## config.mk

```make
export PLATFORM = sky130hd
export DESIGN_NAME = rename_stage
export DESIGN_NICKNAME = d
export VERILOG_FILES = /design/src/source/ooo_pkg.sv /design/src/source/rename_stage.sv
export VERILOG_INCLUDE_DIRS = /design/src /design/src/source
export SDC_FILE = /design/constraint.sdc
export NUM_CORES = 1
export LEC_CHECK = 0
export BUFFER_PORTS_ARGS = -buffer_cell sky130_fd_sc_hd__buf_2
export CAP_MARGIN = 20
export CORE_MARGIN = 5
export CORE_UTILIZATION = 60
export CTS_CLUSTER_SIZE = 20
export DETAILED_ROUTE_END_ITERATION = 10
export PLACE_DENSITY = 0.76
export SETUP_SLACK_MARGIN = 0.02
export SLEW_MARGIN = 20
export SYNTH_ARGS = -nofsm -noshare
export SYNTH_HDL_FRONTEND = slang
export SYNTH_SLANG_ARGS = --single-unit
```

## constraint.sdc

```tcl
create_clock -name clk -period 3.7 [get_ports clk]
set_input_delay 0.37 -clock clk [delete_from_list [all_inputs] [get_ports clk]]
set_output_delay 0.37 -clock clk [all_outputs]
set_load 0.01 [all_outputs]
```

## src/source/ooo_params.svh

```systemverilog
/* Sizing macros for the out-of-order execution slice.
   Included by the package and by every module that sizes storage. */
`ifndef OOO_PARAMS_SVH
`define OOO_PARAMS_SVH

// Architectural and physical register counts
`define OOO_ARCH_REGS 32
`define OOO_PHYS_REGS 64

// Issue queue entries
`define OOO_IQ_DEPTH 8

// Cycles from multiply issue to result bus, at least 2
`define OOO_MUL_LAT 3

`endif

```

## src/source/ooo_pkg.sv

```systemverilog
/* Shared types for the execution slice: register tags, data words and
   the operation and queue-slot encodings. */
`include "ooo_params.svh"

package ooo_pkg;

    // Architectural register number
    typedef logic [$clog2(`OOO_ARCH_REGS)-1:0] arch_reg_t;

    // Physical register tag, tag 0 is the hardwired zero register
    typedef logic [$clog2(`OOO_PHYS_REGS)-1:0] phys_reg_t;

    // Instruction tag carried from dispatch to writeback
    typedef logic [5:0] rob_tag_t;

    typedef logic [31:0] word_t;

    typedef enum logic [2:0] {
        ADD,
        SUB,
        AND,
        OR,
        XOR,
        MUL
    } alu_op_t;

    // Per-slot state of the issue queue
    typedef enum logic {
        EMPTY,
        WAITING
    } iq_state_t;

endpackage

```

## src/source/rename_stage.sv

```systemverilog
/* Register alias table and circular free list. Renames each accepted
   instruction and takes back old tags announced on the result bus. */
`timescale 1ns/1ps
`include "ooo_params.svh"

module rename_stage (
    input  logic               clk,
    input  logic               rst,
    input  logic               in_valid,
    input  ooo_pkg::alu_op_t   in_op,
    input  ooo_pkg::arch_reg_t in_rd,
    input  ooo_pkg::arch_reg_t in_rs1,
    input  ooo_pkg::arch_reg_t in_rs2,
    input  logic               in_use_imm,
    input  ooo_pkg::word_t     in_imm,
    input  ooo_pkg::rob_tag_t  in_tag,
    input  logic               iq_full,
    input  logic               cdb_valid,
    input  ooo_pkg::phys_reg_t cdb_old_prd,
    output logic               stall,
    output logic               alloc_valid,
    output ooo_pkg::alu_op_t   alloc_op,
    output ooo_pkg::phys_reg_t alloc_prd,
    output ooo_pkg::phys_reg_t alloc_old_prd,
    output ooo_pkg::phys_reg_t alloc_prs1,
    output ooo_pkg::phys_reg_t alloc_prs2,
    output logic               alloc_use_imm,
    output ooo_pkg::word_t     alloc_imm,
    output ooo_pkg::rob_tag_t  alloc_tag
);

    localparam int FL_DEPTH = `OOO_PHYS_REGS - `OOO_ARCH_REGS;
    localparam int FL_PTR_W = $clog2(FL_DEPTH);

    ooo_pkg::phys_reg_t  rat [`OOO_ARCH_REGS];
    ooo_pkg::phys_reg_t  free_list [FL_DEPTH];
    logic [FL_PTR_W-1:0] fl_head;
    logic [FL_PTR_W-1:0] fl_tail;
    logic [FL_PTR_W:0]   fl_count;
    logic                accept;
    logic                pop;
    logic                push;

    function automatic logic [FL_PTR_W-1:0] fl_next(input logic [FL_PTR_W-1:0] ptr);
        return (ptr == FL_PTR_W'(FL_DEPTH - 1)) ? '0 : ptr + 1'b1;
    endfunction

    assign stall  = (fl_count == '0) || iq_full;
    assign accept = in_valid && !stall;
    // x0 keeps tag 0 and takes nothing from the free list
    assign pop    = accept && (in_rd != '0);
    assign push   = cdb_valid;

    assign alloc_valid   = accept;
    assign alloc_op      = in_op;
    assign alloc_prd     = (in_rd != '0) ? free_list[fl_head] : '0;
    assign alloc_old_prd = rat[in_rd];
    assign alloc_prs1    = rat[in_rs1];
    assign alloc_prs2    = rat[in_rs2];
    assign alloc_use_imm = in_use_imm;
    assign alloc_imm     = in_imm;
    assign alloc_tag     = in_tag;

    always_ff @(posedge clk) begin
        if (rst) begin
            // Identity mapping, upper half of the tags starts free
            for (int i = 0; i < `OOO_ARCH_REGS; i++) begin
                rat[i] <= ooo_pkg::phys_reg_t'(i);
            end
            for (int i = 0; i < FL_DEPTH; i++) begin
                free_list[i] <= ooo_pkg::phys_reg_t'(`OOO_ARCH_REGS + i);
            end
            fl_head  <= '0;
            fl_tail  <= '0;
            fl_count <= (FL_PTR_W + 1)'(FL_DEPTH);
        end else begin
            if (pop) begin
                rat[in_rd] <= free_list[fl_head];
                fl_head    <= fl_next(fl_head);
            end
            if (push) begin
                free_list[fl_tail] <= cdb_old_prd;
                fl_tail            <= fl_next(fl_tail);
            end
            fl_count <= fl_count + (FL_PTR_W + 1)'(push) - (FL_PTR_W + 1)'(pop);
        end
    end

endmodule

```

# Word-level counts from Yosys, hierarchy flattened
# Memories as Yosys holds them, arrays and structs flattened. A register that Yosys moved wholly into a read port is not among the register bits.
# Index checks and enable logic that the tools add are counted.
# classes
n_addsub	4
multipliers	0
div	0
n_lt_le_gt_ge	0
n_eq_ne	2
shifts	0
mux	19
bitwise	0
n_reduce_logical	8
# ops
op	n
$mux W5	6
$mux W6	3
$reduce_or A6 Y1	2
$add A5 B1 Y5 const B	2
$eq A5 B5 Y1 const B	2
$mux W1	10
$add A6 B1 Y6	1
$logic_not A6 Y1	1
$sub A6 B1 Y6	1
$reduce_bool A5 Y1	1
$logic_and A1 B1 Y1	2
$logic_not A1 Y1	1
$logic_or A1 B1 Y1	1
# word_totals
register_bits	16
latchBits	0
mem_bits_rw	384
romBits	0
inputBits	68
out_inout_bits	68
n_memories	2
# memory_table
name	words	width	rd	rd_ports_with_merged_regs	wr	line	source
free_list	32	6	1	1	32	rename_stage.sv:36	ooo_pkg::phys_reg_t free_list [FL_DEPTH];
rat	32	6	3	0	32	rename_stage.sv:35	ooo_pkg::phys_reg_t rat [`OOO_ARCH_REGS];

# Depth between registers and ports, before layout
# logic_depth
ltp_word	10
mapped_depth	15
mapped_depth_nobuf	14

# Least setup slack after synthesis
# OpenSTA, ideal clock, no wires.
# synth_timing
path_kind	reg-to-reg
start	register fl_count[2]
end	register fl_count[4]
arrival_time_ps	2707
path_slack_ps	865
path_stages_with_launch	16
path_buffers	1
path_cell_list	dfxtp_1 -> inv_1 -> ha_1 -> nor4bb_1 -> a2111o_1 -> clkbuf_1 -> inv_1 -> ha_1 -> inv_1 -> ha_1 -> fa_1 -> a21oi_1 -> nor2_1 -> nor2_1 -> xor2_1 -> nor2_1
# synth_between
elab_chain_cells	6
# synth_rtl
item	line	source
start, declared	rename_stage.sv:39	logic [FL_PTR_W:0] fl_count;
start signal, assigned	rename_stage.sv:75	fl_count <= (FL_PTR_W + 1)'(FL_DEPTH);
start signal, assigned	rename_stage.sv:85	fl_count <= fl_count + (FL_PTR_W + 1)'(push) - (FL_PTR_W + 1)'(pop);
branches (longest 5 deep; another with $add A6 B1 Y6)	n/a	
$sub A6 B1 Y6 (*)	rename_stage.sv:85	
# Mark *: on every way between the ends.
# A chain may end at the register's enable or synchronous reset.

==> flow_summary_export.csv <==
group,metric,value,unit
timing,timing.final.crit_share,0.9435,
place,io_buffers,51,
power,peakVddDrop,0.3724,mV
logic_synthesis,syn_area_per_cell,13.41,um^2
layout,n_fill_cell,2555,
drt,ant_nets,0,
global_route,grt_pass1_vias,14210,
floorplanning,core,36610,um^2
logic_synthesis,synthTopCellsByArea,"edfxtp_1 52%, mux4_2 17%, mux2i_1 4.4%",
global_route,use_met3,0.07444,
layout,drive_gt1_frac,0.2620,
logic_synthesis,yosys.cell_types.count,50,
logic_synthesis,async_flop_share,0,
hold_path,hold_path_class,"in -> reg",
global_route,met1_usage,0.4122,
timing,slew_headroom,0.3291,
logic_synthesis,ys_ff_latch,405,
logic_synthesis,synth-edff-count,384,
clocking,insertion_delay,0.56,ns
place,post-place-cells,2036,
global_route,gr-max-usage-layer,"met2",
layout,antennaDiodeCount,0,
power,powerDensity,458.3,nW/um^2
floorplanning,boundaryPins,136,
timing,rsz0062_at_grt,"no",
timing,worst_slack,0.2091,ns
logic_synthesis,synth_top_area_share,0.5192,
place,dp_slack,0.6878,ns
logic_synthesis,synth_area_leader_cell,"edfxtp_1",
layout,areaGrowthSynthToFinish,7.673,%
run,drv_cap,0,
worst_setup_path,end_kind,"primary output",
drt,vias,14570,
clocking,htreeDepth,2,
logic_synthesis,synth_seq_area_share,0.5381,
drt,wire_per_inst,26.98,um
drt,remaining_drc_errors,0,
worst_setup_path,crit_fanout,22,
timing,tns,0,ns
global_route,antenna_found_initial,0,
drt,drt_iter0_markers,2178,
floorplanning,die_h,202.4,um
timing,hold_slack,0.08147,ns
logic_synthesis,synthCells,1656,
global_route,grt_overflow_total,0,
clocking,cts.sinks,405,
layout,nNetsFinal,1696,
logic_synthesis,yosysMostFrequentCell,"edfxtp_1",
floorplanning,die_x,202.4,um
drt,viasPerCell,6.894,
global_route,grt_start_max_net_pins,52,
power,power,10.96,mW
logic_synthesis,synth_area,22210,um^2
floorplanning,initial_core_util,0.6067,
power,power_leakage,7.199,nW
logic_synthesis,yosys-top-cells-count,"384 x edfxtp_1, 168 x mux4_2, 149 x nor2_1, 146 x nand2_1, 98 x mux2i_1",
drt,dr.pass1.iters,6,
layout,stdcell_count,2113,
timing,finalSetupViolCount,0,
place,dp_hpwl,38670,um
place,gp_congestion,0.9710,
timing,finClkSkew,0.02196,ns
worst_setup_path,worstSetupPathType,"reg -> out",
timing,worst_pin_slew,1.005,ns
worst_setup_path,cpMaxStageDelayCell,"or4_1",
clocking,cts_tree,"yes",
timing,slew_violations,0,
worst_setup_path,required,3.33,ns
worst_setup_path,slowest_delay,0.74,ns
global_route,grt_use_total,0.2781,
status,status,"completed",
global_route,grt_pass1_wl,87260,um
timing,finalHoldViolCount,0,
clocking,path_clk_slew,0.06,ns
logic_synthesis,synth_warnings,0,
worst_setup_path,start_kind,"flip-flop",
floorplanning,fp.dieArea,40960,um^2
clocking,cts.path.max_buffers,3,
worst_setup_path,cp.arrival,3.12,ns
timing,fmax,286.5,MHz
timing,min_period,3.491,ns
clocking,cts_buffers,42,
logic_synthesis,synth-main-ff-cell,"edfxtp_1",
clocking,cts-root-buf,"clkbuf_16",
global_route,use_met2,0.4204,
drt,drt-total-wl,57020,um
worst_setup_path,crit_chain,"buf_4 -> mux2i_1 -> a22oi_1 -> a21boi_0 -> or4_1 -> nor2_1 -> buf_2",
floorplanning,std_cell_rows,70,
-- registers in the layout, indices dropped and copies added (netlist names), named ones only --
name	count
free_list	192
fl_tail	5
rat	192
fl_head	5
fl_count	6
-- worst max-delay path: cells and delay by family (launching register included) --
family / cells / cell delay, ns
AO/OA/AOI/OAI: 2 / 0.33
buffers and inverters: 2 / 0.53
multiplexers: 1 / 0.13
flip-flops: 1 / 0.61
AND/OR/NAND/NOR: 2 / 0.93
-- cells by family (layout without fill, tap and decap cells) --
logic type,Yosys count,after routing,synth area share
AND/OR/NAND/NOR,623,623,0.1401
buffers and inverters,214,198,0.05335
XOR/XNOR,3,3,0.001183
multiplexers,278,278,0.2206
other,1,6,0.0001688
flip-flops,405,405,0.5381
AO/OA/AOI/OAI,116,116,0.03712
adder cells (fa/ha/maj),16,16,0.009352
-- area by class of cell --
cell class	instances	area, um^2	area share
clock buffer	48	1084	0.04531
multi-input combinational	1042	9117	0.3813
timing repair buffer	106	775.7	0.03244
sequential	405	11960	0.4999
clock inverter	29	340.3	0.01423
inverter	15	56.30	0.002354
tap	468	585.6	0.02449
-- metrics by stage --
| stage | util | cell area (um^2) |
|---|---|---|
| 2_1_floorplan | - | 22230 |
| 3_5_place_dp | 0.6142 | 22490 |
| 4_1_cts | 0.6531 | 23910 |
| 6_report | 0.6532 | 23910 |
| 5_1_grt | 0.6532 | 23910 |
| 3_3_place_gp | 0.6142 | 22490 |
-- report_power, final --
group / internal, mW / switching [mW] / total [mW]
Combinational: 0.552 / 0.850 / 1.40
Sequential: 5.12 / 0.0770 / 5.20
Clock: 2.55 / 1.81 / 4.36
Total: 8.23 / 2.73 / 11.0
-- routing by layer --
metal,vias up,wire length (um)
met4,0,1269
met2,1027,26130
met1,7264,21760
met5,-,0
li1,6161,-
met3,114,7862
-- worst paths after layout --
kind	startpoint	end	slack, ns	cells past startpoint
worst max-delay path	flip-flop	alloc_prd[1]	0.21	7
worst min-delay path	cdb_old_prd[4]	free_list[19][4]	0.08	2
worst max register to register	fl_count[3]	fl_count[4]	0.69	14
worst min register to register	fl_head[4]	fl_head[4]	0.51	2
-- cell usage in the layout, fill, tap and decap left out, types with 7 or more instances in the layout --
master and instances:
a21boi_1 13, a21oi_1 15, a22oi_1 72, and2_1 36, buf_12 8, buf_2 48, buf_4 50, clkbuf_16 42
clkinv_2 7, dfxtp_1 20, edfxtp_1 384, ha_1 15, inv_1 15, mux2_2 12, mux2i_1 98, mux4_2 168
nand2_1 146, nand2b_1 34, nand3_1 28, nand4_1 7, nor2_1 149, nor2_2 30, nor2b_1 9, nor3_1 47
or2_2 38, or3_1 65
-- timing repair --
action	4_1_cts	5_1_grt
gates resized for setup	0	1
setup endpoints to repair	0	1
hold buffers	0	0
buffers inserted	0	0
No activity file was read; power rests on OpenSTA's default activity.
