[src/source/ooo_params.svh]
/* Sizing macros for the out-of-order execution slice.
   Included by the package and by every module that sizes storage. */
`ifndef OOO_PARAMS_SVH
`define OOO_PARAMS_SVH

// Architectural and physical register counts
`define OOO_ARCH_REGS 32
`define OOO_PHYS_REGS 64

// Issue queue entries
`define OOO_IQ_DEPTH 8

// Cycles from multiply issue to result bus, at least 2
`define OOO_MUL_LAT 3

`endif

[src/source/ooo_pkg.sv]
/* Shared types for the execution slice: register tags, data words and
   the operation and queue-slot encodings. */
`include "ooo_params.svh"

package ooo_pkg;

    // Architectural register number
    typedef logic [$clog2(`OOO_ARCH_REGS)-1:0] arch_reg_t;

    // Physical register tag, tag 0 is the hardwired zero register
    typedef logic [$clog2(`OOO_PHYS_REGS)-1:0] phys_reg_t;

    // Instruction tag carried from dispatch to writeback
    typedef logic [5:0] rob_tag_t;

    typedef logic [31:0] word_t;

    typedef enum logic [2:0] {
        ADD,
        SUB,
        AND,
        OR,
        XOR,
        MUL
    } alu_op_t;

    // Per-slot state of the issue queue
    typedef enum logic {
        EMPTY,
        WAITING
    } iq_state_t;

endpackage

[src/source/exec_stage.sv]
/* Execution units: a one-cycle ALU and a pipelined multiplier that share
   one result bus. Ops without a destination register write nothing back. */
`timescale 1ns/1ps
`include "ooo_params.svh"

module exec_stage (
    input  logic               clk,
    input  logic               rst,
    input  logic               iss_valid,
    input  ooo_pkg::alu_op_t   iss_op,
    input  ooo_pkg::word_t     iss_a,
    input  ooo_pkg::word_t     iss_b,
    input  ooo_pkg::phys_reg_t iss_prd,
    input  ooo_pkg::phys_reg_t iss_old_prd,
    input  ooo_pkg::rob_tag_t  iss_tag,
    output logic               cdb_valid,
    output ooo_pkg::phys_reg_t cdb_prd,
    output ooo_pkg::phys_reg_t cdb_old_prd,
    output ooo_pkg::word_t     cdb_value,
    output ooo_pkg::rob_tag_t  cdb_tag
);

    localparam int LAT = `OOO_MUL_LAT;

    ooo_pkg::word_t     alu_result;
    logic               is_mul;
    logic               has_dest;
    logic               alu_valid;
    ooo_pkg::phys_reg_t alu_prd;
    ooo_pkg::phys_reg_t alu_old_prd;
    ooo_pkg::word_t     alu_value;
    ooo_pkg::rob_tag_t  alu_tag;
    logic               mul_valid [LAT];
    ooo_pkg::phys_reg_t mul_prd [LAT];
    ooo_pkg::phys_reg_t mul_old_prd [LAT];
    ooo_pkg::word_t     mul_value [LAT];
    ooo_pkg::rob_tag_t  mul_tag [LAT];

    assign is_mul   = (iss_op == ooo_pkg::MUL);
    assign has_dest = (iss_prd != '0);

    always_comb begin
        case (iss_op)
            ooo_pkg::ADD: alu_result = iss_a + iss_b;
            ooo_pkg::SUB: alu_result = iss_a - iss_b;
            ooo_pkg::AND: alu_result = iss_a & iss_b;
            ooo_pkg::OR:  alu_result = iss_a | iss_b;
            ooo_pkg::XOR: alu_result = iss_a ^ iss_b;
            default:      alu_result = '0;
        endcase
    end

    always_ff @(posedge clk) begin
        if (rst) begin
            alu_valid <= 1'b0;
            for (int i = 0; i < LAT; i++) begin
                mul_valid[i] <= 1'b0;
            end
        end else begin
            alu_valid    <= iss_valid && !is_mul && has_dest;
            mul_valid[0] <= iss_valid && is_mul && has_dest;
            for (int i = 1; i < LAT; i++) begin
                mul_valid[i] <= mul_valid[i-1];
            end
        end
    end

    always_ff @(posedge clk) begin
        alu_prd     <= iss_prd;
        alu_old_prd <= iss_old_prd;
        alu_value   <= alu_result;
        alu_tag     <= iss_tag;
        // Low 32 bits of the product, then carried down the pipe
        mul_prd[0]     <= iss_prd;
        mul_old_prd[0] <= iss_old_prd;
        mul_value[0]   <= iss_a * iss_b;
        mul_tag[0]     <= iss_tag;
        for (int i = 1; i < LAT; i++) begin
            mul_prd[i]     <= mul_prd[i-1];
            mul_old_prd[i] <= mul_old_prd[i-1];
            mul_value[i]   <= mul_value[i-1];
            mul_tag[i]     <= mul_tag[i-1];
        end
    end

    // Issue logic keeps the two sources from colliding
    assign cdb_valid   = alu_valid || mul_valid[LAT-1];
    assign cdb_prd     = mul_valid[LAT-1] ? mul_prd[LAT-1] : alu_prd;
    assign cdb_old_prd = mul_valid[LAT-1] ? mul_old_prd[LAT-1] : alu_old_prd;
    assign cdb_value   = mul_valid[LAT-1] ? mul_value[LAT-1] : alu_value;
    assign cdb_tag     = mul_valid[LAT-1] ? mul_tag[LAT-1] : alu_tag;

endmodule

[config.mk]
export PLATFORM = sky130hd
export DESIGN_NAME = exec_stage
export DESIGN_NICKNAME = d
export VERILOG_FILES = /design/src/source/ooo_pkg.sv /design/src/source/exec_stage.sv
export VERILOG_INCLUDE_DIRS = /design/src /design/src/source
export SDC_FILE = /design/constraint.sdc
export NUM_CORES = 1
export LEC_CHECK = 0
export ABC_AREA = 1
export BUFFER_PORTS_ARGS = -buffer_cell sky130_fd_sc_hd__buf_2
export CAP_MARGIN = 40
export CORE_MARGIN = 2
export CORE_UTILIZATION = 45
export CTS_BUF_LIST = sky130_fd_sc_hd__clkbuf_4 sky130_fd_sc_hd__clkbuf_8
export CTS_CLUSTER_SIZE = 16
export DETAILED_ROUTE_END_ITERATION = 8
export GPL_ROUTABILITY_DRIVEN = 0
export HOLD_SLACK_MARGIN = 0.12
export PLACE_DENSITY = 0.61
export SKIP_CTS_REPAIR_TIMING = 1
export SYNTH_ARGS = -nofsm -noshare
export SYNTH_HDL_FRONTEND = slang
export SYNTH_SLANG_ARGS = --single-unit
[constraint.sdc]
create_clock -name clk -period 9.1 [get_ports clk]
set_input_delay 1.82 -clock clk [delete_from_list [all_inputs] [get_ports clk]]
set_output_delay 1.82 -clock clk [all_outputs]
set_load 0.01 [all_outputs]
[After elaboration in Yosys (flattened, before gate mapping)]
Memory sizes are Yosys's and may differ from the RTL's.
Cells that the tools add are included.
Operators by class
  bitwise gates (word level): 6
  $add $sub $neg: 2
  multiplexer cells: 11
  equality and inequality tests: 5
  reductions and logical operators: 8
  multiply operators: 1
Operators with widths (count)
  one-hot mux 32 bit (5 select lines): 1
  adder 32 bit: 1
  bitwise AND 32 bit: 1
  multiplier 32 x 32 -> 32 bit: 1
  two-way mux 32 bit: 1
  bitwise OR 32 bit: 1
  subtractor 32 bit: 1
  bitwise XOR 32 bit: 1
  two-way mux 6 bit: 3
  == test 3 x 2 -> 1 bit, second input constant: 2
  == test 3 bit, second input constant: 2
  two-way mux 1 bit: 6
  nonzero test 6 bit: 1
  logical AND 1 bit: 4
  == test 3 x 1 -> 1 bit, second input constant: 1
  zero test 3 bit: 1
  bitwise OR 1 bit: 3
  zero test 1 bit: 1
  logical OR 1 bit: 1
Storage, ports and cells
  logic and storage cells: 43
  bits in writable memories: 153
  output and inout bits: 51
  bits in registers: 51
  input bits: 88
  memories: 5
Memories
  mul_value: words 3, bits a word 32, rd ports 3, clocked after memory_dff 0, wr ports 3, line exec_stage.sv:36  | ooo_pkg::word_t mul_value [LAT];
  mul_old_prd: words 3, bits a word 6, rd ports 3, clocked after memory_dff 0, wr ports 3, line exec_stage.sv:35  | ooo_pkg::phys_reg_t mul_old_prd [LAT];
  mul_prd: words 3, bits a word 6, rd ports 3, clocked after memory_dff 0, wr ports 3, line exec_stage.sv:34  | ooo_pkg::phys_reg_t mul_prd [LAT];
  mul_tag: words 3, bits a word 6, rd ports 3, clocked after memory_dff 0, wr ports 3, line exec_stage.sv:37  | ooo_pkg::rob_tag_t mul_tag [LAT];
  mul_valid: words 3, bits a word 1, rd ports 3, clocked after memory_dff 0, wr ports 3, line exec_stage.sv:33  | logic mul_valid [LAT];

[Longest topological paths before layout]
Gate-level depths: netlist of run 1.
  word-level depth: 4
  mapped depth: 32
  gate-level depth less buffers: 30

[Worst setup path before layout of run 1]
No wires, ideal clock.
  path type: input port to flip-flop
  from: input port iss_a[12]
  to: memory mul_value[0][31] (netlist name)
  stages on the path: 30
  library setup time: 0.112 ns
  setup slack: 1.204 ns
  required time: 8.988 ns
  data arrival time: 7.784 ns
  buffers on the path: 2
  cells stage by stage: clkbuf_1 buf_1 nand2_1 fa_1 inv_1 fa_1 inv_1 fa_1 inv_1 fa_1 inv_1 fa_1 fa_1 inv_1 fa_1 fa_1 ha_1 inv_1 nor3_1 nand2_1 nor2_1 nand2_1 inv_1 nor2_1 inv_1 nand2_1 nand2_1 inv_1 nand2_1 nand2_1
RTL lines
  start, declared: line exec_stage.sv:11  | input ooo_pkg::word_t iss_a,
  end, declared: line exec_stage.sv:36

==> results.toml, run 1 <==
[clock_tree]
cts_tree = "built"
clock_latency_ps = 490
cts_root_buffer = "clkbuf_8"
clkTransAtPathRegs_ps = 110
cts_sinks = 186
clockBufferDepth = 2
ctsHtreeMaxLevel = 4
cts-buffers-inserted = 17

[global_route]
grt_pass1_vias = 21400
antenna_found_initial = 4
overflow = 0
grt_max_degree = 53
grt.total_usage_pct = 27.5
grt_pass1_wl_um = 124000

[floorplan]
num_rows = 87
die_w_um = 243
core_area_um2 = 56400
pin_count = 139
start_util_pct = 45.5
die_y_um = 243
die_area_um2 = 59000

[detailed_routing]
vias = 21300
ant_nets = 0
drc = 0
routedWlPerCell_um = 18.4
firstDrtPassIters = 6
first_iter_violations = 1448
routed_wl_um = 79000
vias_per_cell = 4.96

[finish]
postLayoutCoreUtil_pct = 49.3
final_area_um2 = 27800
layout_commonest_cell = "nand2_1"
synthToLayoutAreaGrowth_pct = 8.17
drive_above_1_share_pct = 7.61
final_cell_mix = "1032 x nand2_1, 892 x inv_1, 409 x fa_1"
nets = 4238

[place]
port_buffers = 138
place_hpwl_um = 64400
placed_cell_area_um2 = 27300

[worst_setup_path]
worstPathArrival_ps = 8700
start_kind = "input port"
critPathKind = "in -> reg"
cp_slowest_cell = "buf_2"
critPathMaxStageDelay_ps = 590
r2r_cells = 0
crit_path_end_kind = "flop"
critical_path.max_fanout = 22
timing.rr.start = "mul_value[0][58]"
ff2ff_setup_slack_ps = 8600
reg2reg_to = "mul_value[0][90]"
cpMostUsedCell = "inv_1"
crit_required_ps = 9500

[timing]
min_period_ps = 8300
rsz0062_at_grt = "no"
drv_slew = 0
clock_skew_ps = 17.6
final-setup-viol-count = 0
whs_ps = 325
finalHoldViolations = 0
setup_tns_ps = 0
relSlewSlack_pct = 44.8
fmax_ghz = 0.120
tightest_slew_ps = 819
timing.final.crit_share_pct = 91.3

[synth]
synth-seq-area-share_pct = 14.5
yosysUniqueCellTypes = 52
ys.warnings.count = 0
syn_area_um2 = 25700
ys_ff_latch = 186
syn_area_per_cell_um2 = 7.48
ys.flop_type = "dfxtp_1"
syn-num-nets = 4151
ys_async_sr_fraction_pct = 0
synthCells = 3435
synth_edf_count = 0

[worst_hold_path]
hp-class = "reg -> reg"
min_from = "mul_value[0][16]"
hold_depth = 0
holdPathEnd = "mul_value[0][48]"

[job]
drv_cap = 0

[run_status]
run_status = "complete, no violations"
## stage by stage
stage / instances / setup slack (ps)
3_3_place_gp: 4258 / 398
4_1_cts: 4291 / 906
3_5_place_dp: 4259 / 378
5_1_grt: 4292 / 634
6_report: 4293 / 796
2_1_floorplan: 3435 / 1200
## sequential cells by signal, indices dropped and copies added, names as in the netlist
register	count
mul_valid	3
alu_old_prd	5
mul_prd	13
alu_prd	5
alu_valid	1
mul_value	96
alu_value	32
mul_old_prd	13
alu_tag	5
mul_tag	13
## cells in the mapped netlist, types with 14 or more instances
master / count / area [um^2]
dfxtp_1: 186 / 3720
o21ai_0: 58 / 290
a21oi_1: 70 / 350
xor2_1: 55 / 482
inv_1: 892 / 3350
nor2_1: 113 / 424
clkbuf_1: 82 / 308
ha_1: 219 / 2740
nor3_1: 16 / 80.1
buf_1: 22 / 82.6
fa_1: 409 / 8190
buf_2: 28 / 140
nand3_1: 104 / 521
nand4_1: 18 / 113
or2_2: 14 / 87.6
nand2_1: 1032 / 3870
## cell families (layout without fill, tap and decap cells)
group,count (synthesis),after routing,share of synthesized area (%)
adders and majority gates,628,628,42.6
AOI/OAI and AO/OA,202,202,4.82
buffers and inverters,1034,1134,15.4
xor gates and xnor gates,65,65,2.22
DFF,186,186,14.5
other,0,2,0
and+or+nand+nor,1320,1320,20.6
## cell type report
class                   instances  area [um^2]
diodes                          2         5.00
clock inverters                15          219
inverters                     897         3370
flip-flops and latches        186         3720
fillers                      5662        28600
clock buffers                  17          234
multi-input cells            2215        18000
repair buffers                205         1260
well taps                     756          946
## how the worst max path moves through the flow
stage                   start               end  cells past startpoint
floorplan           iss_a[12]  mul_value[0][31]                     30
global placement    iss_a[10]  mul_value[0][31]                     30
detailed placement  iss_a[10]  mul_value[0][31]                     30
CTS                 iss_a[10]  mul_value[0][31]                     30
global route         iss_a[7]  mul_value[0][31]                     30
finish              iss_a[10]  mul_value[0][31]                     30
## layer usage
| layer | part of all wire (%) | track usage [%] | up-vias |
|---|---|---|---|
| li1 | - | - | 10200 |
| met1 | 42 | 37.1 | 10300 |
| met2 | 46 | 44.3 | 756 |
| met3 | 7.6 | 4.28 | 130 |
| met4 | 4.4 | 11.0 | 2 |
| met5 | 0.014 | 0 | - |
## worst max-delay path, delay by kind of cell
family                   cells  cell delay, ps
adder cells (fa/ha/maj)      9            4480
buffers and inverters       11            1440
AND/OR/NAND/NOR             10             980
Power of run 1 is left out: the tool's default activity adds up to more than one toggle a clock period on the data nets, which glitch-free logic cannot reach.
==> run 2: changes to the inputs <==
Settings changed: CELL_PAD_IN_SITES_DETAIL_PLACEMENT set to 0, CELL_PAD_IN_SITES_GLOBAL_PLACEMENT set to 2, CORE_UTILIZATION 45 to 38, PLACE_DENSITY 0.61 to 0.82.
==> results.toml, run 2 (synthesis gave the netlist of run 1 again) <==
[floorplan]
pin_count = 139
die_w_um = 264
die_y_um = 264
core_area_um2 = 67000
die_area_um2 = 69700
start_util_pct = 38.3
num_rows = 95

[run_status]
run_status = "complete, no violations"

[finish]
layout_commonest_cell = "nand2_1"
multi_input_area_um2 = 18000
fillCellCount = 7041
final_cell_mix = "1032 x nand2_1, 892 x inv_1, 409 x fa_1"
top_register = "mul_value"
drive_above_1_share_pct = 7.66
synthToLayoutAreaGrowth_pct = 8.73
nets = 4240
largestRegisters = "mul_value (96), alu_value (32)"
regArea_um2 = 3720
largest_reg_flops = 96

[worst_setup_path]
ff2ff_setup_slack_ps = 8520
critPathMaxStageDelay_ps = 570
crit_required_ps = 9500
crit_path_end_kind = "flop"
r2r_cells = 0
start_kind = "input port"
cp_num_cells = 29
reg2reg_to = "mul_value[0][62]"
critical_path.max_fanout = 15
cp_slowest_cell = "fa_1"
timing.rr.start = "mul_value[0][30]"
crit_buf_inv = 9
cpMostUsedCell = "fa_1"
worstPathArrival_ps = 8670
cp_top_family = "adder cells"
critPathKind = "in -> reg"
crit_start = "iss_a[16]"
critPathCapture = "mul_value[0][31]"

[clock_tree]
ctsHtreeMaxLevel = 4
cts-buffers-inserted = 17
cts_sinks = 186
clock_latency_ps = 480
clkTransAtPathRegs_ps = 120
cts_root_buffer = "clkbuf_8"
cts_tree = "built"
clockBufferDepth = 2

[global_route]
antenna_found_initial = 6
grt_pass1_vias = 22500
grt_pass1_wl_um = 138000
grt.total_usage_pct = 26.4
overflow = 0
grt_max_degree = 53

[timing]
tightest_slew_ps = 953
setup_tns_ps = 0
drv_slew = 0
timing.final.crit_share_pct = 90.9
fmax_ghz = 0.121
rsz0062_at_grt = "no"
finalHoldViolations = 0
final-setup-viol-count = 0
clock_skew_ps = 26.0
min_period_ps = 8270
relSlewSlack_pct = 36.5

[worst_hold_path]
hold_depth = 0
hp-class = "reg -> reg"

[job]
drv_cap = 0

[place]
port_buffers = 138
place_hpwl_um = 73200

[detailed_routing]
vias_per_cell = 4.93
first_iter_violations = 1954
ant_nets = 0
drc = 0
vias = 21700
routedWlPerCell_um = 20.5
firstDrtPassIters = 5
routed_wl_um = 90700
-- run 2: cell count changes in the layout (fill, tap and decap cells not counted), sizes merged --
| cell | previous run | this run |
|---|---|---|
| inv | 902 | 904 |
| clkinvlp | 2 | 1 |
| bufinv | 2 | 0 |
| diode | 2 | 6 |
| buf | 205 | 207 |
| clkinv | 6 | 7 |
-- run 2: final cells by class --
class	instances	share of cell area [%]
diodes	6	0.0538
clock buffers	17	0.838
clock inverters	15	0.659
inverters	897	12.1
multi-input cells	2215	64.5
flip-flops and latches	186	13.3
well taps	873	3.91
repair buffers	207	4.61
-- run 2: worst min path at each step --
stage,startpoint,to,slack [ps]
after detailed placement,mul_value[0][24],mul_value[0][56],310
after global routing,mul_value[0][25],mul_value[0][57],330
after CTS,mul_value[0][15],mul_value[0][47],320
after global placement,mul_value[0][0],mul_value[0][32],310
final,mul_value[0][15],mul_value[0][47],330
after floorplan,mul_old_prd[0][6],mul_old_prd[0][12],310
-- run 2: per-stage QoR --
| stage | instances | setup slack, ps | instance area (um^2) | hold WS [ps] | utilization, % |
|---|---|---|---|---|---|
| floorplan | 3435 | 1200 | 25700 | 310 | - |
| global placement | 4376 | 361 | 27500 | 310 | 41.0 |
| detailed placement | 4378 | 361 | 27500 | 312 | 41.0 |
| CTS | 4410 | 900 | 27900 | 322 | 41.6 |
| global route | 4413 | 579 | 27900 | 326 | 41.6 |
| finish | 4416 | 829 | 27900 | 325 | 41.6 |
-- run 2: per-layer routing --
layer  global-route usage, %  share of wire (%)  wire [um]  vias up
met5                       0                  0          0        -
met4                    6.82                2.7       2490        0
met3                    3.81                6.3       5760      111
met2                    43.4                 47      42300      703
met1                    36.5                 44      40100    10800
li1                        -                  -          -    10100
Power of run 2 is left out for the same reason.
==> run 3: changes to the inputs <==
Settings changed: CELL_PAD_IN_SITES_GLOBAL_PLACEMENT 2 to 1, CORE_UTILIZATION 38 to 45, PLACE_DENSITY 0.82 to 0.84.
==> results.toml, run 3 (synthesis gave the netlist of run 1 again) <==
[run_status]
run_status = "complete, no violations"

[worst_setup_path]
critical_path.max_fanout = 15
crit_buf_inv = 11
cp_top_family = "adder cells"
cpMostUsedCell = "inv_1"
start_kind = "input port"
crit_path_end_kind = "flop"
crit_start = "iss_a[10]"
timing.rr.start = "mul_valid[0][1]"
critPathKind = "in -> reg"
critPathMaxStageDelay_ps = 540
crit_required_ps = 9500
cp_slowest_cell = "fa_1"
worstPathArrival_ps = 8660

[detailed_routing]
routed_wl_um = 81000
first_iter_violations = 1628
ant_nets = 0
routedWlPerCell_um = 18.8
vias = 21500
drc = 0
vias_per_cell = 5.00
firstDrtPassIters = 8

[clock_tree]
clock_latency_ps = 500
cts_tree = "built"
cts_root_buffer = "clkbuf_8"
cts-buffers-inserted = 17
clkTransAtPathRegs_ps = 120
cts_sinks = 186
clockBufferDepth = 2
ctsHtreeMaxLevel = 4

[place]
port_buffers = 138
place_hpwl_um = 66100

[global_route]
grt_pass1_wl_um = 127000
overflow = 0
grt_max_degree = 52
antenna_found_initial = 1
grt_pass1_vias = 21600
grt.total_usage_pct = 28.2

[floorplan]
pin_count = 139
die_y_um = 243
core_area_um2 = 56400
num_rows = 87
start_util_pct = 45.5
die_w_um = 243
die_area_um2 = 59000

[finish]
drive_above_1_share_pct = 7.82
top_register = "mul_value"
final_cell_mix = "1032 x nand2_1, 892 x inv_1, 409 x fa_1"
nets = 4246
largestRegisters = "mul_value (96), alu_value (32)"
largest_reg_flops = 96
layout_commonest_cell = "nand2_1"
synthToLayoutAreaGrowth_pct = 8.05

[timing]
fmax_ghz = 0.121
setup_tns_ps = 0
min_period_ps = 8260
relSlewSlack_pct = 41.6
final-setup-viol-count = 0
finalHoldViolations = 0
timing.final.crit_share_pct = 90.7
tightest_slew_ps = 866
rsz0062_at_grt = "no"
clock_skew_ps = 23.3
drv_slew = 0

[job]
drv_cap = 0

[worst_hold_path]
hp-class = "reg -> reg"
min_from = "mul_prd[0][8]"
-- run 3: changes by cell type in the layout (fill, tap and decap cells not counted), sizes merged --
cell	delta
buf	+6
clkinv	+2
clkinvlp	+1
diode	-4
inv	-3
-- run 3: final timing paths --
check | slack [ps] | end | cells after the start
min | 310 | mul_prd[0][14] | 0
max reg2reg | 8580 | mul_valid[0][2] | 2
min reg2reg | 310 | mul_prd[0][14] | 0
max | 840 | mul_value[0][31] | 30
-- run 3: final cells by class --
cell class,count,area [um^2]
antenna,2,5.00
clock buffer,17,234
clock inverter,15,175
fill,5666,28600
inverter,897,3370
multi-input combinational,2215,18000
sequential,186,3720
tap,756,946
timing repair buffer,213,1280
-- run 3: per-layer routing --
metal	share of wire [%]	global-route usage, %	up-vias
met3	8.6	4.84	120
met2	45	44.3	883
met4	4.3	11.3	0
met1	42	38.7	10300
met5	0	0	-
li1	-	-	10200
-- run 3: worst register-to-register path, delay by kind of cell, from the launching register on --
| family | cells | cell delay (ps) |
|---|---|---|
| buf+inv | 1 | 30 |
| flops | 1 | 330 |
| simple gates | 1 | 80 |
-- run 3: stage by stage --
stage               hold WS (ps)  util, %  instances  worst slack [ps]  cell area, um^2
finish                       310     49.2       4301               843            27700
global route                 323     49.2       4299               554            27700
CTS                          313     49.2       4299               870            27700
detailed placement           312     48.5       4267               335            27300
global placement             310     48.4       4266               362            27300
floorplan                    310        -       3435              1200            25700
Power of run 3 is left out for the same reason.
