<file path="config.mk">
export PLATFORM = sky130hd
export DESIGN_NAME = issue_queue
export DESIGN_NICKNAME = d
export VERILOG_FILES = /design/src/source/ooo_pkg.sv /design/src/source/issue_queue.sv
export VERILOG_INCLUDE_DIRS = /design/src /design/src/source
export SDC_FILE = /design/constraint.sdc
export NUM_CORES = 1
export LEC_CHECK = 0
export CORE_AREA = 4 4 159 315
export CTS_CLUSTER_DIAMETER = 100
export DETAILED_ROUTE_END_ITERATION = 6
export DIE_AREA = 0 0 163 319
export DONT_BUFFER_PORTS = 1
export SETUP_SLACK_MARGIN = 0.05
export SLEW_MARGIN = 20
export SYNTH_ARGS = -nofsm -noshare
export SYNTH_HDL_FRONTEND = slang
export SYNTH_SLANG_ARGS = --single-unit
</file>
<file path="constraint.sdc">
create_clock -name clk -period 8.7 [get_ports clk]
set_input_delay 1.74 -clock clk [delete_from_list [all_inputs] [get_ports clk]]
set_output_delay 1.74 -clock clk [all_outputs]
set_load 0.005 [all_outputs]
</file>
<file path="src/source/ooo_params.svh">
/* Sizing macros for the out-of-order execution slice.
   Included by the package and by every module that sizes storage. */
`ifndef OOO_PARAMS_SVH
`define OOO_PARAMS_SVH

// Architectural and physical register counts
`define OOO_ARCH_REGS 32
`define OOO_PHYS_REGS 64

// Issue queue entries
`define OOO_IQ_DEPTH 8

// Cycles from multiply issue to result bus, at least 2
`define OOO_MUL_LAT 3

`endif

</file>
<file path="src/source/ooo_pkg.sv">
/* Shared types for the execution slice: register tags, data words and
   the operation and queue-slot encodings. */
`include "ooo_params.svh"

package ooo_pkg;

    // Architectural register number
    typedef logic [$clog2(`OOO_ARCH_REGS)-1:0] arch_reg_t;

    // Physical register tag, tag 0 is the hardwired zero register
    typedef logic [$clog2(`OOO_PHYS_REGS)-1:0] phys_reg_t;

    // Instruction tag carried from dispatch to writeback
    typedef logic [5:0] rob_tag_t;

    typedef logic [31:0] word_t;

    typedef enum logic [2:0] {
        ADD,
        SUB,
        AND,
        OR,
        XOR,
        MUL
    } alu_op_t;

    // Per-slot state of the issue queue
    typedef enum logic {
        EMPTY,
        WAITING
    } iq_state_t;

endpackage

</file>
<file path="src/source/issue_queue.sv">
/* In-order issue queue. The head leaves once its sources are ready and
   its result-bus slot is not claimed by a multiply in flight. */
`timescale 1ns/1ps
`include "ooo_params.svh"

module issue_queue (
    input  logic               clk,
    input  logic               rst,
    input  logic               alloc_valid,
    input  ooo_pkg::alu_op_t   alloc_op,
    input  ooo_pkg::phys_reg_t alloc_prd,
    input  ooo_pkg::phys_reg_t alloc_old_prd,
    input  ooo_pkg::phys_reg_t alloc_prs1,
    input  ooo_pkg::phys_reg_t alloc_prs2,
    input  logic               alloc_use_imm,
    input  ooo_pkg::word_t     alloc_imm,
    input  ooo_pkg::rob_tag_t  alloc_tag,
    input  ooo_pkg::word_t     rd_val1,
    input  logic               rd_busy1,
    input  ooo_pkg::word_t     rd_val2,
    input  logic               rd_busy2,
    output logic               iq_full,
    output ooo_pkg::phys_reg_t rd_prs1,
    output ooo_pkg::phys_reg_t rd_prs2,
    output logic               iss_valid,
    output ooo_pkg::alu_op_t   iss_op,
    output ooo_pkg::word_t     iss_a,
    output ooo_pkg::word_t     iss_b,
    output ooo_pkg::phys_reg_t iss_prd,
    output ooo_pkg::phys_reg_t iss_old_prd,
    output ooo_pkg::rob_tag_t  iss_tag
);

    localparam int DEPTH = `OOO_IQ_DEPTH;
    localparam int PTR_W = $clog2(DEPTH);
    localparam int LAT   = `OOO_MUL_LAT;

    ooo_pkg::iq_state_t state [DEPTH];
    ooo_pkg::alu_op_t   q_op [DEPTH];
    ooo_pkg::phys_reg_t q_prd [DEPTH];
    ooo_pkg::phys_reg_t q_old_prd [DEPTH];
    ooo_pkg::phys_reg_t q_prs1 [DEPTH];
    ooo_pkg::phys_reg_t q_prs2 [DEPTH];
    logic               q_use_imm [DEPTH];
    ooo_pkg::word_t     q_imm [DEPTH];
    ooo_pkg::rob_tag_t  q_tag [DEPTH];
    logic [PTR_W-1:0]   head;
    logic [PTR_W-1:0]   tail;
    // Bit i set means a multiply issued i+1 cycles ago
    logic [LAT-2:0]     mul_busy;
    logic               head_valid;
    logic               src_ready;
    logic               head_is_mul;
    logic               slot_free;
    logic               issue;

    function automatic logic [PTR_W-1:0] ptr_next(input logic [PTR_W-1:0] ptr);
        return (ptr == PTR_W'(DEPTH - 1)) ? '0 : ptr + 1'b1;
    endfunction

    assign head_valid  = (state[head] == ooo_pkg::WAITING);
    assign iq_full     = (state[tail] == ooo_pkg::WAITING);
    assign rd_prs1     = q_prs1[head];
    assign rd_prs2     = q_prs2[head];
    // Immediate forms do not wait on rs2
    assign src_ready   = !rd_busy1 && (q_use_imm[head] || !rd_busy2);
    assign head_is_mul = (q_op[head] == ooo_pkg::MUL);
    // ALU result would land together with the oldest multiply in flight
    assign slot_free   = head_is_mul || !mul_busy[LAT-2];
    assign issue       = head_valid && src_ready && slot_free;

    assign iss_valid   = issue;
    assign iss_op      = q_op[head];
    assign iss_a       = rd_val1;
    assign iss_b       = q_use_imm[head] ? q_imm[head] : rd_val2;
    assign iss_prd     = q_prd[head];
    assign iss_old_prd = q_old_prd[head];
    assign iss_tag     = q_tag[head];

    always_ff @(posedge clk) begin
        if (rst) begin
            for (int i = 0; i < DEPTH; i++) begin
                state[i] <= ooo_pkg::EMPTY;
            end
            head     <= '0;
            tail     <= '0;
            mul_busy <= '0;
        end else begin
            if (alloc_valid) begin
                state[tail] <= ooo_pkg::WAITING;
                tail        <= ptr_next(tail);
            end
            if (issue) begin
                state[head] <= ooo_pkg::EMPTY;
                head        <= ptr_next(head);
            end
            mul_busy[0] <= issue && head_is_mul;
            for (int i = 1; i < LAT - 1; i++) begin
                mul_busy[i] <= mul_busy[i-1];
            end
        end
    end

    // Entry payload
    always_ff @(posedge clk) begin
        if (alloc_valid) begin
            q_op[tail]      <= alloc_op;
            q_prd[tail]     <= alloc_prd;
            q_old_prd[tail] <= alloc_old_prd;
            q_prs1[tail]    <= alloc_prs1;
            q_prs2[tail]    <= alloc_prs2;
            q_use_imm[tail] <= alloc_use_imm;
            q_imm[tail]     <= alloc_imm;
            q_tag[tail]     <= alloc_tag;
        end
    end

endmodule

</file>
After elaboration in Yosys (flattened, before gate mapping) --
Memory sizes are Yosys's and may differ from the RTL's. A register that Yosys moved wholly into a read port is not among the register bits. Cells that the tools add are included.
Storage, ports and cells: word-level logic and storage cells 66, register bits after elaboration 8, output and inout port bits 99, memory bits (writable) 536, input bits 135, memories kept 9
Memory list:
- q_imm | depth 8, width 32, rd ports 1, clocked after Yosys merged registers in 1, wr ports 1, RTL line issue_queue.sv:45 | ooo_pkg::word_t q_imm [DEPTH];
- q_old_prd | depth 8, width 6, rd ports 1, clocked after Yosys merged registers in 1, wr ports 1, RTL line issue_queue.sv:41 | ooo_pkg::phys_reg_t q_old_prd [DEPTH];
- q_prd | depth 8, width 6, rd ports 1, clocked after Yosys merged registers in 1, wr ports 1, RTL line issue_queue.sv:40 | ooo_pkg::phys_reg_t q_prd [DEPTH];
- q_prs1 | depth 8, width 6, rd ports 1, clocked after Yosys merged registers in 1, wr ports 1, RTL line issue_queue.sv:42 | ooo_pkg::phys_reg_t q_prs1 [DEPTH];
- q_prs2 | depth 8, width 6, rd ports 1, clocked after Yosys merged registers in 1, wr ports 1, RTL line issue_queue.sv:43 | ooo_pkg::phys_reg_t q_prs2 [DEPTH];
- q_tag | depth 8, width 6, rd ports 1, clocked after Yosys merged registers in 1, wr ports 1, RTL line issue_queue.sv:46 | ooo_pkg::rob_tag_t q_tag [DEPTH];
- +3 memories
Cells by class: reductions and logical operators 11, eq/ne operators 3, muxes and demuxes 38, $add $sub $neg 2
Operators by type and width (number):
- $mux 3 | 24
- $mux 32 | 1
- $mux 1 | 13
- $eq 3x3->1 const B | 3
- $add 3x1->3 const B | 2
- $logic_and 1x1->1 | 4
- $logic_not 1->1 | 3
- $logic_or 1x1->1 | 2
- $reduce_or 1->1 | 2

Longest topological paths before layout --
Gate-level depths: netlist of run 1.
depth after elaboration 10, depth in mapped cells 7, depth with buffers taken out 5

Least setup slack after synthesis of run 1 --
Ideal clock, no wire load.
kind input to register, start input alloc_valid, end memory q_imm[0][0] in the netlist's numbering (enable), data required time 8.126 ns, path slack 1.741 ns, arrival 6.386 ns, path buffers 0, stages 2, library setup time 0.574 ns, cells stage by stage nand2b_1 > nor3_1
On the way: longest elaborated chain between the ends 2
Ends and longest elaborated chain:
- from (decl) | RTL line issue_queue.sv:9 | input logic alloc_valid,
- $mux 1 | RTL line issue_queue.sv:106 | if (alloc_valid) begin
- $mux 1 (not written as such) | RTL line issue_queue.sv:113 | q_imm[tail] <= alloc_imm;
- to (decl) | RTL line issue_queue.sv:45
No other way between the ends.

==> results_dict.tcl, run 1 <==
set metrics [dict create \
    register_area_um2 16300 \
    wl_per_cell_um 26.2 \
    most-common-layout-cells "edfxtp_1 (528), mux4_2 (133), clkbuf_16 (48), mux2i_1 (36)" \
    initial_core_util_pct 44.7 \
    drcViolationCount 0 \
    yosysUniqueCellTypes 31 \
    yosys_warnings 0 \
    yosys.area.top_type "edfxtp_1" \
    die_w_um 163 \
    setup_viol 0 \
    worstSetupPathType "reg -> out" \
    cp_data_required_time_ns 6.96 \
    postCtsHoldBufs 0 \
    synth_top_area_share_pct 74.7 \
    worst_pin_slew_ns 1.12 \
    timing.final.crit_share_pct 61.2 \
    port_buffers 0 \
    multi_input_area_um2 4540 \
    place_inst 1538 \
    antenna_found_initial 0 \
    final_common_cell "edfxtp_1" \
    cts_tree "done" \
    setup_tns_ns 0 \
    postCtsSetupBuffers 0 \
    worstHoldPathCells 1 \
    avgSynthCellArea_um2 22.0 \
    power-per-cell-area_nw_per_um2 224 \
    worst_slack_ns 3.38 \
    gp_congestion 0.696 \
    grt_usage_pct 16.3 \
    slew_headroom_pct 25.2 \
    met1_usage_pct 17.6 \
    crit_cells 5 \
    ant_nets 0 \
    wl_um 42400 \
    post_cts_resized 0 \
    synth.area.top_cells "edfxtp_1 (75%), mux4_2 (14%), dfxtp_1 (2.1%)" \
    synthesis.area_um2 21200 \
    rows 113 \
    max_freq_mhz 188 \
    drt_iter0_markers 469 \
    drv_slew 0 \
    synth_edf_count 528 \
    io_pins 234 \
    grt.overflow.total 0 \
    path_clk_slew_ns 0.06 \
    fin_cells 1621 \
    synthesis.nets 1103 \
    cap_violations 0 \
    hpwl_um 23700 \
    p_leak_uw 0.00694 \
    clockRootBuffer "clkbuf_16" \
    rsz0062_at_grt "no" \
    skew_ns 0.0231 \
    rr_worst_depth 6 \
    first_pass_iters 4 \
    crit_family "flip-flops" \
    place_ws_ns 3.79 \
    via_per_inst 5.61 \
    cts.sink_count 550 \
    top_usage_layer "met2" \
    clockBufferDepth 3 \
    min_path_type "reg -> reg" \
    die_y_um 319 \
    drive_gt1_share_pct 26.2 \
    nNetsFinal 1094 \
    arrival_ns 3.58 \
    grt_max_degree 70 \
    cp-start-kind "flop" \
    vias 9092 \
    seq_area_frac_synth_pct 76.8 \
    fp.coreArea_um2 47500 \
    crit_fanout 54 \
    use_met3_pct 3.92 \
    ys_ff_latch 550 \
    areaGrowthSynthToFinish_pct 9.63 \
    cp_cell_sequence "buf_4 > mux4_2 > mux2i_1 > o31a_1 > nor2_1" \
    hold_viol_final 0 \
    run_status "completed" \
    end_kind "output port" \
    cts_made_buffers 47 \
    grt_use_met2_pct 30.6 \
    ir_drop_v 0.000233 \
    hp-start "mul_busy[0]" \
    die_area_um2 52000 \
    p_total_uw 5200 \
    period_needed_ns 5.32 \
    h-tree-depth 2 \
    postSynthCellCount 964 \
    grt_pass1_vias 9921 \
    crit_path_max_incr_delay_ns 0.89 \
    grt_first_pass_wirelength_um 62800 \
    fill_cells 3910 \
    clk_latency_ns 0.56 \
    slowest_stage "dfxtp_4" \
    ys_async_sr_fraction_pct 0 \
    worst-path-buf-inv 1 \
    synthFlopType "edfxtp_1" \
    antenna_cells 0 \
]
-- routing by layer --
metal	vias up	wire, um
met5	-	0
met1	4836	15000
li1	3952	-
met2	224	23500
met3	80	2580
met4	0	1380
-- synthesized netlist by cell type, drive strengths merged, types with 2 or more instances --
cell type	n
mux2i	37
edfxtp	528
o21ai	35
mux2	32
ha	4
nor2	19
a311oi	4
dfxtp	22
mux4	136
nor3	4
a21oi	7
nand3	2
buf	57
clkbuf	21
nand2b	4
a211oi	3
nand2	35
inv	3
nor2b	3
-- stage by stage --
| stage | utilization (%) | area, um^2 | hold WS (ns) |
|---|---|---|---|
| after floorplan | - | 21200 | 0.414 |
| after global placement | 45.9 | 21800 | 0.427 |
| after detailed placement | 45.9 | 21800 | 0.440 |
| after CTS | 49.0 | 23300 | 0.449 |
| after global routing | 49.0 | 23300 | 0.464 |
| final | 49.0 | 23300 | 0.444 |
-- sequential cells by signal (all words and copies together) (netlist names), named ones only --
signal     cells
head           3
mul_busy       2
q_imm        256
q_old_prd     48
q_op          24
q_prd         48
q_prs1        48
q_prs2        48
q_tag         48
q_use_imm      8
state          8
tail           3
-- where the power goes --
| part | switching, uW | internal [uW] | total (uW) |
|---|---|---|---|
| logic | 122 | 103 | 225 |
| registers | 18.8 | 2960 | 2980 |
| clock network | 897 | 1100 | 2000 |
-- logic make-up (layout without fill, tap and decap cells) --
group                      Yosys count  after routing  synth area share, %
AOI/OAI and AO/OA                   55             55                 1.50
adders and majority gates            4              4                0.236
buffers and inverters               81            106                 2.13
DFF                                550            550                 76.8
muxes                              205            205                 17.9
and+or+nand+nor                     69             69                 1.39
-- layout make-up --
| class | instances | share of cell area [%] |
|---|---|---|
| flip-flops and latches | 550 | 70.1 |
| multi-input cells | 333 | 19.5 |
| inverters | 3 | 0.0484 |
| clock inverters | 23 | 0.887 |
| well taps | 632 | 3.40 |
| repair buffers | 20 | 0.699 |
| clock buffers | 60 | 5.36 |
-- worst paths after layout --
path              slack [ns]           to
setup / recovery        3.38    iss_valid
hold / removal          0.44  mul_busy[1]
setup reg to reg        5.29     state[6]
hold reg to reg         0.44  mul_busy[1]
(Power assumes the default switching activity.)
==> inputs of run 2 (changes only) <==
clock period = 5.5 ns   (was 8.7 ns; I/O delays follow)
==> run 2 against run 1 <==
Effect of this change: worst hold slack lost 0.0079 ns; critical path depth is the same; worst setup slack lost 2.4 ns; power grew 57%; non-clock buffer count shrank 2; sequential cell count is the same; via count grew 0.78%; die area is the same; first-iteration DRC count grew 28%; sequential share of layout area shrank 0.083 points; clock power grew 56%.
==> results_dict.tcl, run 2 (same netlist as run 1, synthesis figures left out) <==
set metrics [dict create \
    largest_reg_flops 256 \
    grt_use_met2_pct 29.6 \
    grt_pass1_vias 10000 \
    ant_nets 0 \
    vias 9163 \
    worst_slack_ns 1.02 \
    fp.coreArea_um2 47500 \
    wl_um 42700 \
    hold_viol_final 0 \
    hpwl_um 23600 \
    use_met3_pct 5.18 \
    die_y_um 319 \
    arrival_ns 3.38 \
    skew_ns 0.0152 \
    via_per_inst 5.67 \
    drive_gt1_share_pct 26.1 \
    postCtsHoldBufs 0 \
    final_common_cell "edfxtp_1" \
    top_usage_layer "met2" \
    min_path_type "reg -> reg" \
    end_kind "output port" \
    cts_tree "done" \
    most-common-layout-cells "edfxtp_1 (528), mux4_2 (133), clkbuf_16 (49), mux2i_1 (36)" \
    drv_slew 0 \
    initial_core_util_pct 44.7 \
    p_leak_uw 0.00693 \
    place_ws_ns 1.47 \
    postCtsSetupBuffers 0 \
    met1_usage_pct 18.9 \
    slowest_stage "dfxtp_4" \
    drt_iter0_markers 599 \
    cp_cell_sequence "buf_4 > mux4_2 > mux2i_1 > o31a_1 > nor2_1" \
    timing.final.crit_share_pct 81.5 \
    worstSetupPathType "reg -> out" \
    cts.sink_count 550 \
    ir_drop_v 0.000227 \
    slew_headroom_pct 33.0 \
    crit_family "multiplexers" \
    setup_tns_ns 0 \
    rsz0062_at_grt "no" \
    power-per-cell-area_nw_per_um2 352 \
    multi_input_area_um2 4550 \
    clk_latency_ns 0.56 \
    antenna_found_initial 0 \
    fill_cells 3909 \
    areaGrowthSynthToFinish_pct 9.76 \
    period_needed_ns 4.48 \
    run_status "completed" \
    hold_ws_ns 0.436 \
    io_pins 234 \
    h-tree-depth 2 \
    crit_fanout 46 \
    register_area_um2 16300 \
    cap_violations 0 \
    worst_pin_slew_ns 1.00 \
    wl_per_cell_um 26.4 \
    cts_made_buffers 47 \
    worst-path-buf-inv 1 \
    grt_max_degree 86 \
    die_area_um2 52000 \
    cp_data_required_time_ns 4.40 \
    cp-start-kind "flop" \
    die_w_um 163 \
    nNetsFinal 1092 \
    port_buffers 0 \
    clockBufferDepth 3 \
    crit_path_max_incr_delay_ns 0.71 \
    gp_congestion 0.707 \
    clockRootBuffer "clkbuf_16" \
    regMostFlops "q_imm" \
    grt.overflow.total 0 \
    drcViolationCount 0 \
    path_clk_slew_ns 0.06 \
    grt_usage_pct 16.5 \
    setup_viol 0 \
    first_pass_iters 7 \
    max_freq_mhz 223 \
    rows 113 \
    grt_first_pass_wirelength_um 64100 \
    post_cts_resized 0 \
    antenna_cells 0 \
]
==> run 2: final cells by class <==
class / count / area share, %
clock buffer: 58 / 5.41
clock inverter: 22 / 0.688
inverter: 3 / 0.0483
multi-input combinational: 333 / 19.5
sequential: 550 / 70.0
tap: 632 / 3.40
timing repair buffer: 18 / 0.902
==> run 2: power breakdown <==
| group | internal, uW | total (uW) | switching (uW) | leakage (uW) |
|---|---|---|---|---|
| combinational | 164 | 355 | 191 | 0.00126 |
| clock | 1710 | 3130 | 1410 | 0.000691 |
| sequential | 4680 | 4710 | 31.0 | 0.00498 |
==> run 2: final timing paths <==
path / startpoint / endpoint / slack, ns / cells past startpoint
hold reg to reg: mul_busy[0] / mul_busy[1] / 0.44 / 1
setup reg to reg: flop / state[6] / 2.29 / 6
hold / removal: mul_busy[0] / mul_busy[1] / 0.44 / 1
setup / recovery: flop / iss_valid / 1.02 / 5
==> run 2: per-stage QoR <==
stage	std cells	total power (uW)	cell area, um^2	utilization, %
4_1_cts	1616	8300	23300	49.0
5_1_grt	1616	8480	23300	49.0
6_report	1616	8190	23300	49.0
3_3_place_gp	1536	5170	21900	46.0
2_1_floorplan	964	5090	21200	-
3_5_place_dp	1536	5170	21900	46.0
==> run 2: worst register-to-register path, stage by stage (launching register included) <==
cell and delay, ns:
dfxtp_4 0.71, buf_4 0.65, mux4_2 0.60, mux2i_1 0.39, o31a_1 0.31, nor2_1 0.16, a311oi_1 0.28
==> run 2: metal layers <==
layer	up-vias	wire length (um)
met5	-	0
met3	87	3190
met1	4902	15600
li1	3953	-
met4	0	1020
met2	221	22800
==> inputs of run 3 (changes only) <==
clock period = 4.5 ns   (was 5.5 ns; I/O delays follow)
==> run 3 against run 2 <==
Effect of this change: sequential power up 22%; power is 25% higher; core utilization up 0.29 points; critical path depth shrank 1; clock power up 28%; die area is the same; register-to-register slack worse by 0.53 ns; sequential cell count unchanged; count of clock-buffer cells in the layout is 6 higher; non-clock buffer count rose by 6; critical path type unchanged; largest power group unchanged.
==> results_dict.tcl, run 3 (same netlist as run 1, synthesis figures left out) <==
set metrics [dict create \
    fp.coreArea_um2 47500 \
    hpwl_um 24200 \
    arrival_ns 2.97 \
    hold_ws_ns 0.396 \
    postCtsHoldBufs 0 \
    worstSetupPathType "reg -> out" \
    ir_drop_v 0.000334 \
    rsz0062_at_grt "no" \
    drcViolationCount 0 \
    setup_viol 0 \
    h-tree-depth 2 \
    antenna_cells 0 \
    grt.overflow.total 0 \
    path_clk_slew_ns 0.06 \
    nNetsFinal 1099 \
    cts.sink_count 550 \
    cp_data_required_time_ns 3.60 \
    worst_pin_slew_ns 0.917 \
    p_leak_uw 0.00701 \
    cts_made_buffers 48 \
    ant_nets 0 \
    drt_iter0_markers 555 \
    skew_ns 0.0141 \
    clockBufferDepth 3 \
    intPower_uw 8160 \
    cap_violations 0 \
    timing.final.crit_share_pct 86.1 \
    antenna_found_initial 0 \
    clk_latency_ns 0.58 \
    min_path_type "in -> reg" \
    pwr-share-comb_pct 4.4 \
    period_needed_ns 3.87 \
    die_area_um2 52000 \
    vias 9143 \
    regMostFlops "q_imm" \
    rows 113 \
    slew_headroom_pct 38.9 \
    p_sw_share_pct 20.0 \
    crit_fanout 39 \
    io_pins 234 \
    dpl_cell_area_um2 21900 \
    via_per_inst 5.62 \
    drv_slew 0 \
    die_w_um 163 \
    gp_congestion 0.691 \
    power-per-cell-area_nw_per_um2 435 \
    fill_cells 3867 \
    drive_gt1_share_pct 27.2 \
    fin_cells 1627 \
    clock_power_share_pct 39.3 \
    place_inst 1542 \
    most-common-layout-cells "edfxtp_1 (528), mux4_2 (133), clkbuf_16 (49), mux2i_1 (36)" \
    port_buffers 0 \
    max_freq_mhz 258 \
    p_sw_uw 2040 \
    postCtsSetupBuffers 0 \
    grt_pass1_vias 10100 \
    grt_usage_pct 16.9 \
    clockRootBuffer "clkbuf_16" \
    grt_first_pass_wirelength_um 64700 \
    areaGrowthSynthToFinish_pct 10.4 \
    die_y_um 319 \
    final_common_cell "edfxtp_1" \
    pwr-share-seq_pct 56.3 \
    largest_reg_flops 256 \
    finalInstanceArea_um2 23400 \
    wl_um 43100 \
    fin_util_pct 49.3 \
    initial_core_util_pct 44.7 \
    setup_tns_ns 0 \
    post_cts_resized 0 \
    run_status "completed" \
    cts_tree "done" \
    cp-start-kind "flop" \
    wl_per_cell_um 26.5 \
    end_kind "output port" \
    grt_max_degree 66 \
    hold_viol_final 0 \
    first_pass_iters 4 \
]
run 3: worst paths after layout:
path | from | to | slack, ns | cells past startpoint
max reg2reg | flop | flop | 1.76 | 5
max | flop | iss_valid | 0.63 | 4
min | rst | flop | 0.40 | 1
min reg2reg | mul_busy[0] | mul_busy[1] | 0.45 | 1
run 3: layout make-up:
class | instances | area (um^2) | area share (%)
sequential | 550 | 16300 | 69.6
multi-input combinational | 333 | 4550 | 19.4
clock buffer | 64 | 1320 | 5.64
tap | 632 | 791 | 3.37
timing repair buffer | 24 | 255 | 1.09
clock inverter | 21 | 191 | 0.817
inverter | 3 | 11.3 | 0.0481
run 3: layer usage:
metal  global-route usage (%)  up-vias  part of all wire (%)
li1                         -     3952                     -
met1                     19.1     4856                    36
met2                     30.2      223                    53
met3                     4.92      112                   7.2
met4                     6.47        0                   3.6
met5                        0        -                     0
run 3: critical path, cell delays in order, from the launching register on:
cell and delay, ns:
dfxtp_4 0.66, buf_4 0.68, nand2_1 0.15, a221o_1 0.42, nor2_1 0.44
run 3: through the flow:
step	power, uW	setup WS [ns]
after global placement	6320	1.15
after floorplan	6220	0.172
final	10200	0.625
after global routing	10600	0.399
after detailed placement	6330	1.15
after CTS	10300	0.526
run 3: power groups by stage:
stage                     Clock, uW  Combinational, uW  Sequential (uW)
after global routing           4330                493             5750
after global placement            0                464             5850
after CTS                      4120                468             5750
after floorplan                   0                365             5850
final                          4010                449             5750
after detailed placement          0                467             5860
